==> config.mk <==
export PLATFORM = sky130hd
export DESIGN_NAME = readout_link_top
export DESIGN_NICKNAME = d
export VERILOG_FILES = /design/src/readout_pkg.sv /design/src/burst_serializer.sv /design/src/command_reply_fifo.sv /design/src/link_tx_mux.sv /design/src/readout_link_top.sv
export SDC_FILE = /design/constraint.sdc
export NUM_CORES = 1
export LEC_CHECK = 0
export BUFFER_PORTS_ARGS = -buffer_cell sky130_fd_sc_hd__buf_2
export CORE_MARGIN = 3
export CORE_UTILIZATION = 59
export DETAILED_ROUTE_END_ITERATION = 8
export GPL_TIMING_DRIVEN = 1
export HOLD_SLACK_MARGIN = 0.1
export PLACE_DENSITY = 0.8
export SLEW_MARGIN = 30
export SYNTH_ARGS = -nofsm -noshare
export SYNTH_HDL_FRONTEND = slang
export SYNTH_HIERARCHICAL = 1
export SYNTH_SLANG_ARGS = --single-unit
export TNS_END_PERCENT = 100
==> constraint.sdc <==
create_clock -name clk125 -period 9.3 [get_ports clk125]
set_input_delay 0.465 -clock clk125 [delete_from_list [all_inputs] [get_ports clk125]]
set_output_delay 0.465 -clock clk125 [all_outputs]
set_load 0.01 [all_outputs]
==> src/readout_pkg.sv <==
// shared types and sizes for the link transmit path

package readout_pkg;

  ////////////////////////////////////////////////////////////////////////////
  // stream widths

  typedef logic [31:0]  link_word_t;  // one word on the serial link
  typedef logic [127:0] mem_burst_t;  // one burst from the waveform memory

  localparam int WORDS_PER_BURST = 4; // link words cut from one burst
  typedef logic [1:0] word_idx_t;     // word position inside a burst

  ////////////////////////////////////////////////////////////////////////////
  // command reply buffer

  localparam int CMD_FIFO_DEPTH = 4;  // reply words held before cmd_tready drops
  typedef logic [2:0] cmd_ptr_t;      // index bits plus one wrap bit

  ////////////////////////////////////////////////////////////////////////////
  // link multiplexer source select

  typedef enum logic [1:0] {
    src_idle,  // between packets, free to choose
    src_cmd,   // locked to command replies
    src_mem    // locked to memory readout
  } tx_src_e;

endpackage

==> src/burst_serializer.sv <==
`timescale 1ns/1ps

// cuts each 128-bit memory burst into four link words, low word first
module burst_serializer (
  input  logic                    clk125,
  input  logic                    rst_n,
  // bursts read back from the waveform memory
  input  readout_pkg::mem_burst_t mem_tdata,
  input  logic                    mem_tvalid,
  input  logic                    mem_tlast,
  output logic                    mem_tready,
  // link words toward the multiplexer
  output readout_pkg::link_word_t w_tdata,
  output logic                    w_tvalid,
  output logic                    w_tlast,
  input  logic                    w_tready
);

  readout_pkg::mem_burst_t burst_q;  // held burst
  logic                    last_q;   // burst closes a packet
  readout_pkg::word_idx_t  idx_q;    // word now presented
  logic                    held_q;   // a burst is loaded

  logic last_word;  // presenting the top word
  logic w_xfer;     // link word taken this cycle
  logic mem_xfer;   // new burst taken this cycle

  assign last_word = (idx_q == readout_pkg::word_idx_t'(readout_pkg::WORDS_PER_BURST - 1));
  assign w_xfer    = w_tvalid & w_tready;

  // free slot, or the top word leaves now -> no bubble between bursts
  assign mem_tready = ~held_q | (w_xfer & last_word);
  assign mem_xfer   = mem_tvalid & mem_tready;

  assign w_tvalid = held_q;
  assign w_tdata  = burst_q[idx_q * $bits(readout_pkg::link_word_t) +: $bits(readout_pkg::link_word_t)];
  assign w_tlast  = last_q & last_word;  // only word 3 of a closing burst

  ////////////////////////////////////////////////////////////////////////////
  // control

  always_ff @(posedge clk125 or negedge rst_n) begin
    if (!rst_n) begin
      held_q <= 1'b0;
      idx_q  <= '0;
    end else if (mem_xfer) begin
      held_q <= 1'b1;      // word 0 visible next cycle
      idx_q  <= '0;
    end else if (w_xfer) begin
      if (last_word) held_q <= 1'b0;  // burst used up
      else           idx_q  <= idx_q + 1'b1;
    end
  end

  // payload capture
  always_ff @(posedge clk125) begin
    if (mem_xfer) begin
      burst_q <= mem_tdata;
      last_q  <= mem_tlast;
    end
  end

endmodule

==> src/command_reply_fifo.sv <==
`timescale 1ns/1ps

// small queue between the command processor and the link multiplexer
module command_reply_fifo (
  input  logic                   clk125,
  input  logic                   rst_n,
  // replies from the command processor
  input  readout_pkg::link_word_t cmd_tdata,
  input  logic                   cmd_tvalid,
  input  logic                   cmd_tlast,
  output logic                   cmd_tready,
  // head of queue toward the multiplexer
  output readout_pkg::link_word_t q_tdata,
  output logic                   q_tvalid,
  output logic                   q_tlast,
  input  logic                   q_tready
);

  // storage, word and its last flag side by side
  readout_pkg::link_word_t mem_data [readout_pkg::CMD_FIFO_DEPTH];
  logic                    mem_last [readout_pkg::CMD_FIFO_DEPTH];

  readout_pkg::cmd_ptr_t wr_ptr;  // next free slot
  readout_pkg::cmd_ptr_t rd_ptr;  // current head
  logic full;
  logic empty;
  logic wr_en;
  logic rd_en;

  ////////////////////////////////////////////////////////////////////////////
  // status from the pointers

  // same slot, wrap bits differ -> every slot taken
  assign full  = (wr_ptr[$bits(readout_pkg::cmd_ptr_t)-1] != rd_ptr[$bits(readout_pkg::cmd_ptr_t)-1])
              && (wr_ptr[$bits(readout_pkg::cmd_ptr_t)-2:0]
                  == rd_ptr[$bits(readout_pkg::cmd_ptr_t)-2:0]);
  assign empty = (wr_ptr == rd_ptr);  // pointers equal including wrap bit

  assign cmd_tready = ~full;              // only low with all slots in use
  assign q_tvalid   = ~empty;
  assign wr_en      = cmd_tvalid & ~full;
  assign rd_en      = q_tready & ~empty;  // read and write may share a cycle

  // head is read straight from the array
  assign q_tdata = mem_data[rd_ptr[$bits(readout_pkg::cmd_ptr_t)-2:0]];
  assign q_tlast = mem_last[rd_ptr[$bits(readout_pkg::cmd_ptr_t)-2:0]];

  ////////////////////////////////////////////////////////////////////////////
  // pointers

  always_ff @(posedge clk125 or negedge rst_n) begin
    if (!rst_n) begin
      wr_ptr <= '0;
      rd_ptr <= '0;
    end else begin
      if (wr_en) wr_ptr <= wr_ptr + 1'b1;  // wraps through the extra bit
      if (rd_en) rd_ptr <= rd_ptr + 1'b1;
    end
  end

  // array write, word shows at the head one cycle later
  always_ff @(posedge clk125) begin
    if (wr_en) begin
      mem_data[wr_ptr[$bits(readout_pkg::cmd_ptr_t)-2:0]] <= cmd_tdata;
      mem_last[wr_ptr[$bits(readout_pkg::cmd_ptr_t)-2:0]] <= cmd_tlast;
    end
  end

endmodule

==> src/link_tx_mux.sv <==
`timescale 1ns/1ps

// merges command replies and memory words onto the link, one packet at a time
module link_tx_mux (
  input  logic                    clk125,
  input  logic                    rst_n,
  input  logic                    readout_pause,  // async level from the master
  // command reply source
  input  readout_pkg::link_word_t q_tdata,
  input  logic                    q_tvalid,
  input  logic                    q_tlast,
  output logic                    q_tready,
  // memory word source
  input  readout_pkg::link_word_t w_tdata,
  input  logic                    w_tvalid,
  input  logic                    w_tlast,
  output logic                    w_tready,
  // link stream
  output readout_pkg::link_word_t tx_tdata,
  output logic                    tx_tvalid,
  output logic                    tx_tlast,
  input  logic                    tx_tready
);

  logic pause_meta;  // first sync stage
  logic pause_s;     // synchronized pause

  readout_pkg::tx_src_e src_q;  // registered selection
  readout_pkg::tx_src_e src_d;
  readout_pkg::tx_src_e sel;    // source routed this cycle

  logic src_valid;  // selected source has a word
  logic go;         // link may take words now

  ////////////////////////////////////////////////////////////////////////////
  // pause synchronizer, comes out of reset paused

  always_ff @(posedge clk125 or negedge rst_n) begin
    if (!rst_n) begin
      pause_meta <= 1'b1;
      pause_s    <= 1'b1;
    end else begin
      pause_meta <= readout_pause;
      pause_s    <= pause_meta;
    end
  end

  ////////////////////////////////////////////////////////////////////////////
  // source choice

  always_comb begin
    sel = src_q;
    if (src_q == readout_pkg::src_idle) begin
      if (q_tvalid)      sel = readout_pkg::src_cmd;  // replies win at a boundary
      else if (w_tvalid) sel = readout_pkg::src_mem;
    end
  end

  // routing follows sel in the same cycle
  always_comb begin
    case (sel)
      readout_pkg::src_cmd: src_valid = q_tvalid;
      readout_pkg::src_mem: src_valid = w_tvalid;
      default:              src_valid = 1'b0;
    endcase
  end

  assign go        = ~pause_s;
  assign tx_tvalid = src_valid & go;
  assign tx_tdata  = (sel == readout_pkg::src_mem) ? w_tdata : q_tdata;
  assign tx_tlast  = (sel == readout_pkg::src_mem) ? w_tlast : q_tlast;

  // ready only back to the routed source
  assign q_tready = (sel == readout_pkg::src_cmd) & tx_tready & go;
  assign w_tready = (sel == readout_pkg::src_mem) & tx_tready & go;

  // free again after a last word; a word on offer pins the choice so data holds
  always_comb begin
    src_d = src_q;
    if (tx_tvalid && tx_tready && tx_tlast) src_d = readout_pkg::src_idle;
    else if (tx_tvalid)                     src_d = sel;
  end

  always_ff @(posedge clk125 or negedge rst_n) begin
    if (!rst_n) src_q <= readout_pkg::src_idle;
    else        src_q <= src_d;
  end

endmodule

==> src/readout_link_top.sv <==
`timescale 1ns/1ps

// transmit side of the channel link: reply queue + burst serializer + mux
module readout_link_top (
  input  logic                    clk125,
  input  logic                    rst_n,
  // command replies
  input  readout_pkg::link_word_t cmd_tdata,
  input  logic                    cmd_tvalid,
  input  logic                    cmd_tlast,
  output logic                    cmd_tready,
  // memory readout bursts
  input  readout_pkg::mem_burst_t mem_tdata,
  input  logic                    mem_tvalid,
  input  logic                    mem_tlast,
  output logic                    mem_tready,
  input  logic                    readout_pause,  // from the master, not synchronized
  // link to the master
  output readout_pkg::link_word_t tx_tdata,
  output logic                    tx_tvalid,
  output logic                    tx_tlast,
  input  logic                    tx_tready
);

  // queue head -> mux
  readout_pkg::link_word_t q_tdata;
  logic q_tvalid;
  logic q_tlast;
  logic q_tready;

  // serializer -> mux
  readout_pkg::link_word_t w_tdata;
  logic w_tvalid;
  logic w_tlast;
  logic w_tready;

  command_reply_fifo u_cmd_fifo (
    .clk125     (clk125),
    .rst_n      (rst_n),
    .cmd_tdata  (cmd_tdata),
    .cmd_tvalid (cmd_tvalid),
    .cmd_tlast  (cmd_tlast),
    .cmd_tready (cmd_tready),
    .q_tdata    (q_tdata),
    .q_tvalid   (q_tvalid),
    .q_tlast    (q_tlast),
    .q_tready   (q_tready)
  );

  burst_serializer u_serializer (
    .clk125     (clk125),
    .rst_n      (rst_n),
    .mem_tdata  (mem_tdata),
    .mem_tvalid (mem_tvalid),
    .mem_tlast  (mem_tlast),
    .mem_tready (mem_tready),
    .w_tdata    (w_tdata),
    .w_tvalid   (w_tvalid),
    .w_tlast    (w_tlast),
    .w_tready   (w_tready)
  );

  link_tx_mux u_mux (
    .clk125        (clk125),
    .rst_n         (rst_n),
    .readout_pause (readout_pause),
    .q_tdata       (q_tdata),
    .q_tvalid      (q_tvalid),
    .q_tlast       (q_tlast),
    .q_tready      (q_tready),
    .w_tdata       (w_tdata),
    .w_tvalid      (w_tvalid),
    .w_tlast       (w_tlast),
    .w_tready      (w_tready),
    .tx_tdata      (tx_tdata),
    .tx_tvalid     (tx_tvalid),
    .tx_tlast      (tx_tlast),
    .tx_tready     (tx_tready)
  );

endmodule

==> results.md <==
* Status: completed
* Async S/R FF share, synth at 4.745%
* Routed WL at 21280 um
* Post-route minimum period at 5.113 ns
* Post-CTS setup repair buffer count at 0
* Via count at 5610
* Wire per inst at 21.47 um
* Clock root buffer: clkbuf_16
* Leakage power at 4.780 nW
* CP startpoint kind: register
* Met3 GRT Util at 4.342%
* Setup violations, final at 0
* CTS Buf Count at 28
* Hold crit path type: input port to register
* Die width at 141.0 um
* Synth unique cells at 39
* Switch share at 21.44%
* Mapped Area at 10760 um^2
* Row count at 48
* Met1 Use GR at 26.71%
* Worst slew pin tran at 0.9403 ns
* Setup TNS Final at 0 ns
* CP Max Fanout at 72
* Area of the multi-input gates at 2422 um^2
* Main synth FF type: edfxtp_1
* DRT iter0 DRCs at 334
* Syn-to-layout area delta at 25.81%
* GR Util All Layers at 21.46%
* Slew margin rel. at 37.31%
* Cell-internal power at 2.298 mW
* Vias in the first global route at 6303
* Vias per cell at 5.661
* Die area at 19890 um^2
* PostCTS Resize Cnt at 0
* DP HPWL at 12540 um
* Synth Net Count at 641
* Port Buffers at 203
* Crit path required time at 9.44 ns
* Core area at 17600 um^2
* Boundary Pins at 204
* Routability Congestion at 0.7555
* RSZ-0062 raised after global routing: false
* Comb pwr share at 10.3%
* Grt total ovfl at 0
* Clock skew at 0.007810 ns
* Largest net degree at the start of global routing at 73
* Yosys reg bits at 274
* Max-cap violations at 0
* H-tree levels at 1
* Initial antenna violation count at 3
* Fin crit share at 54.98%
* Grt peak-use layer: met2
* F_max at 0.1956 GHz
* Crit end category: register
* Slew Viols, Final at 0
* DRC at 0
* Seq pwr share at 51.5%
* Final #Nets at 922
* Overall power at 2.925 mW
* Initial Util at 61.12%
* Routed Antenna Nets at 0
* Worst-case clock buffer depth at 3
* Crit path DAT at 5.25 ns
* Worst skew pair latency at 0.52 ns
* Number of synthesis warnings at 6
* Drt first pass iters at 4
* Clk sinks at 274
* Mean Syn Cell Area at 23.13 um^2
* Switching Power at 627.1 uW
* Fillers at 954
* Die H at 141.0 um
* Layout cells sized above 1 at 47.06%
* Sequential fraction of the synthesis area at 75.92%
* Maximum VDD drop at 257.6 uV
* Register area at 8173 um^2
* Syn Inst Count at 465
* CTS tree: yes
* Post-synth EDFFs at 261
* Clk pin slew, worst setup/hold paths at 0.06 ns
* Power Density at 216.2 nW/um^2
* Power share of the clock group at 38.2%
* WS Path Type: register to register
* GR Util met2 at 38.79%
* Hold Fails Final Rpt at 0
* First-pass GRT wire length at 33030 um
## sequential cells by signal, indices dropped and copies added (netlist names)
signal and cells:
u_cmd_fifo/mem_data 128, u_serializer/burst_q 128, u_cmd_fifo/mem_last 4, u_cmd_fifo/rd_ptr 3
u_cmd_fifo/wr_ptr 3, u_mux/src_q 2, u_serializer/idx_q 2, u_mux/pause_meta 1
u_mux/pause_s 1, u_serializer/last_q 1, u_serializer/w_tvalid 1
## cells by family (layout without fill, tap and decap cells)
kind of cell / Yosys count / in the layout / share of synthesized area (%)
DFF: 274 / 274 / 75.92
muxes: 99 / 99 / 17.33
and+or+nand+nor: 28 / 28 / 1.687
buffers and inverters: 28 / 328 / 1.826
AOI/OAI and AO/OA: 20 / 20 / 1.303
adders and majority gates: 8 / 8 / 0.9307
xor gates and xnor gates: 8 / 8 / 1.000
other: 0 / 1 / 0
## repair_timing
item / CTS / global route
hold buffers: 56 / 9
endpoints found under the setup margin: 0 / 0
hold endpoints to repair: 66 / 9
## worst max-delay path, stage by stage, from the launching register on
cell,delay (ns)
dfrtp_2,0.34
buf_4,0.60
xor2_4,0.22
or3_1,0.43
a21oi_1,0.38
ha_4,0.61
and3b_1,0.35
nand2_1,0.07
nand2_1,0.11
and2_4,0.62
buf_4,0.81
## metal layers
layer | wire length (um) | share of wire (%)
met3 | 1228 | 5.8
met2 | 11550 | 54
met5 | 21 | 0.099
met1 | 8004 | 38
met4 | 478 | 2.2
## synth_stat cells (2+ instances only)
cell type / number / area share, %
xnor2_1: 4 / 0.33
and3b_1: 2 / 0.16
buf_2: 7 / 0.33
o31ai_1: 4 / 0.28
buf_4: 5 / 0.35
a21oi_1: 8 / 0.37
and3_1: 3 / 0.17
nand2b_1: 4 / 0.23
mux4_1: 4 / 0.98
and2_1: 3 / 0.17
nand3_1: 2 / 0.093
xor2_1: 2 / 0.16
dfrtp_1: 11 / 2.6
xor2_4: 2 / 0.51
nor3_2: 2 / 0.19
nor2_1: 2 / 0.070
inv_1: 8 / 0.28
buf_1: 2 / 0.070
mux4_2: 61 / 13
edfxtp_1: 261 / 73
or3_1: 2 / 0.12
mux2_2: 32 / 3.4
dfstp_2: 2 / 0.49
a211oi_1: 2 / 0.14
buf_12: 3 / 0.56
ha_1: 8 / 0.93
buf_6: 2 / 0.21
nand2_1: 4 / 0.14
a22o_1: 3 / 0.24
## layout make-up
type | count | share of cell area, %
multi-input cells | 163 | 17.90
diodes | 1 | 0.01849
flip-flops and latches | 274 | 60.40
inverters | 8 | 0.2219
clock inverters | 14 | 1.221
clock buffers | 35 | 5.677
repair buffers | 271 | 12.48
well taps | 225 | 2.080
## power groups by stage
stage | clock network (mW) | registers (mW) | logic (mW)
after floorplan | 0 | 1.52 | 0.158
after global placement | 0 | 1.52 | 0.268
after detailed placement | 0 | 1.53 | 0.277
after CTS | 1.14 | 1.51 | 0.299
after global routing | 1.20 | 1.51 | 0.328
final | 1.12 | 1.51 | 0.300
## layout by cell type, fill, tap and decap left out, types with 3 or more instances in the layout
cell type	count
bufinv_16	4
clkinv_1	4
buf_2	203
a21oi_1	8
ha_1	7
edfxtp_1	261
mux2_2	32
and3_2	3
o31ai_1	4
mux4_2	61
nand2_1	4
clkbuf_1	4
clkbuf_16	29
inv_1	8
clkinv_2	6
dfrtp_1	7
buf_4	3
dlygate4sd3_1	65
a22o_1	3
mux4_1	4
xnor2_1	4
dfrtp_2	3
nand2b_1	4
## per-stage QoR
| step | hold slack, ns | cell area (um^2) | setup slack (ns) | std cells | utilization (%) |
|---|---|---|---|---|---|
| 2_1_floorplan | 0.1694 | 10760 | 3.409 | 465 | - |
| 3_3_place_gp | 0.3463 | 11920 | 4.191 | 876 | 67.75 |
| 3_5_place_dp | 0.3473 | 11920 | 3.871 | 876 | 67.75 |
| 4_1_cts | 0.1001 | 13420 | 3.869 | 981 | 76.24 |
| 5_1_grt | 0.1007 | 13530 | 3.804 | 991 | 76.90 |
| 6_report | 0.1245 | 13530 | 4.187 | 991 | 76.90 |
## final timing paths
path / from / cells after the start / endpoint / slack, ns
min reg2reg: u_mux/pause_meta / 0 / u_mux/pause_s / 0.35
max reg2reg: u_cmd_fifo/rd_ptr[0] / 10 / u_serializer/burst_q[97] / 4.19
min: mem_tdata[96] / 1 / u_serializer/burst_q[96] / 0.12
min in group asynchronous: rst_n / 2 / u_cmd_fifo/rd_ptr[1] / 0.38
max in group asynchronous: rst_n / 2 / u_mux/pause_meta / 8.62
max: u_cmd_fifo/rd_ptr[0] / 10 / u_serializer/burst_q[97] / 4.19
Power figures use the tool's default switching activity.
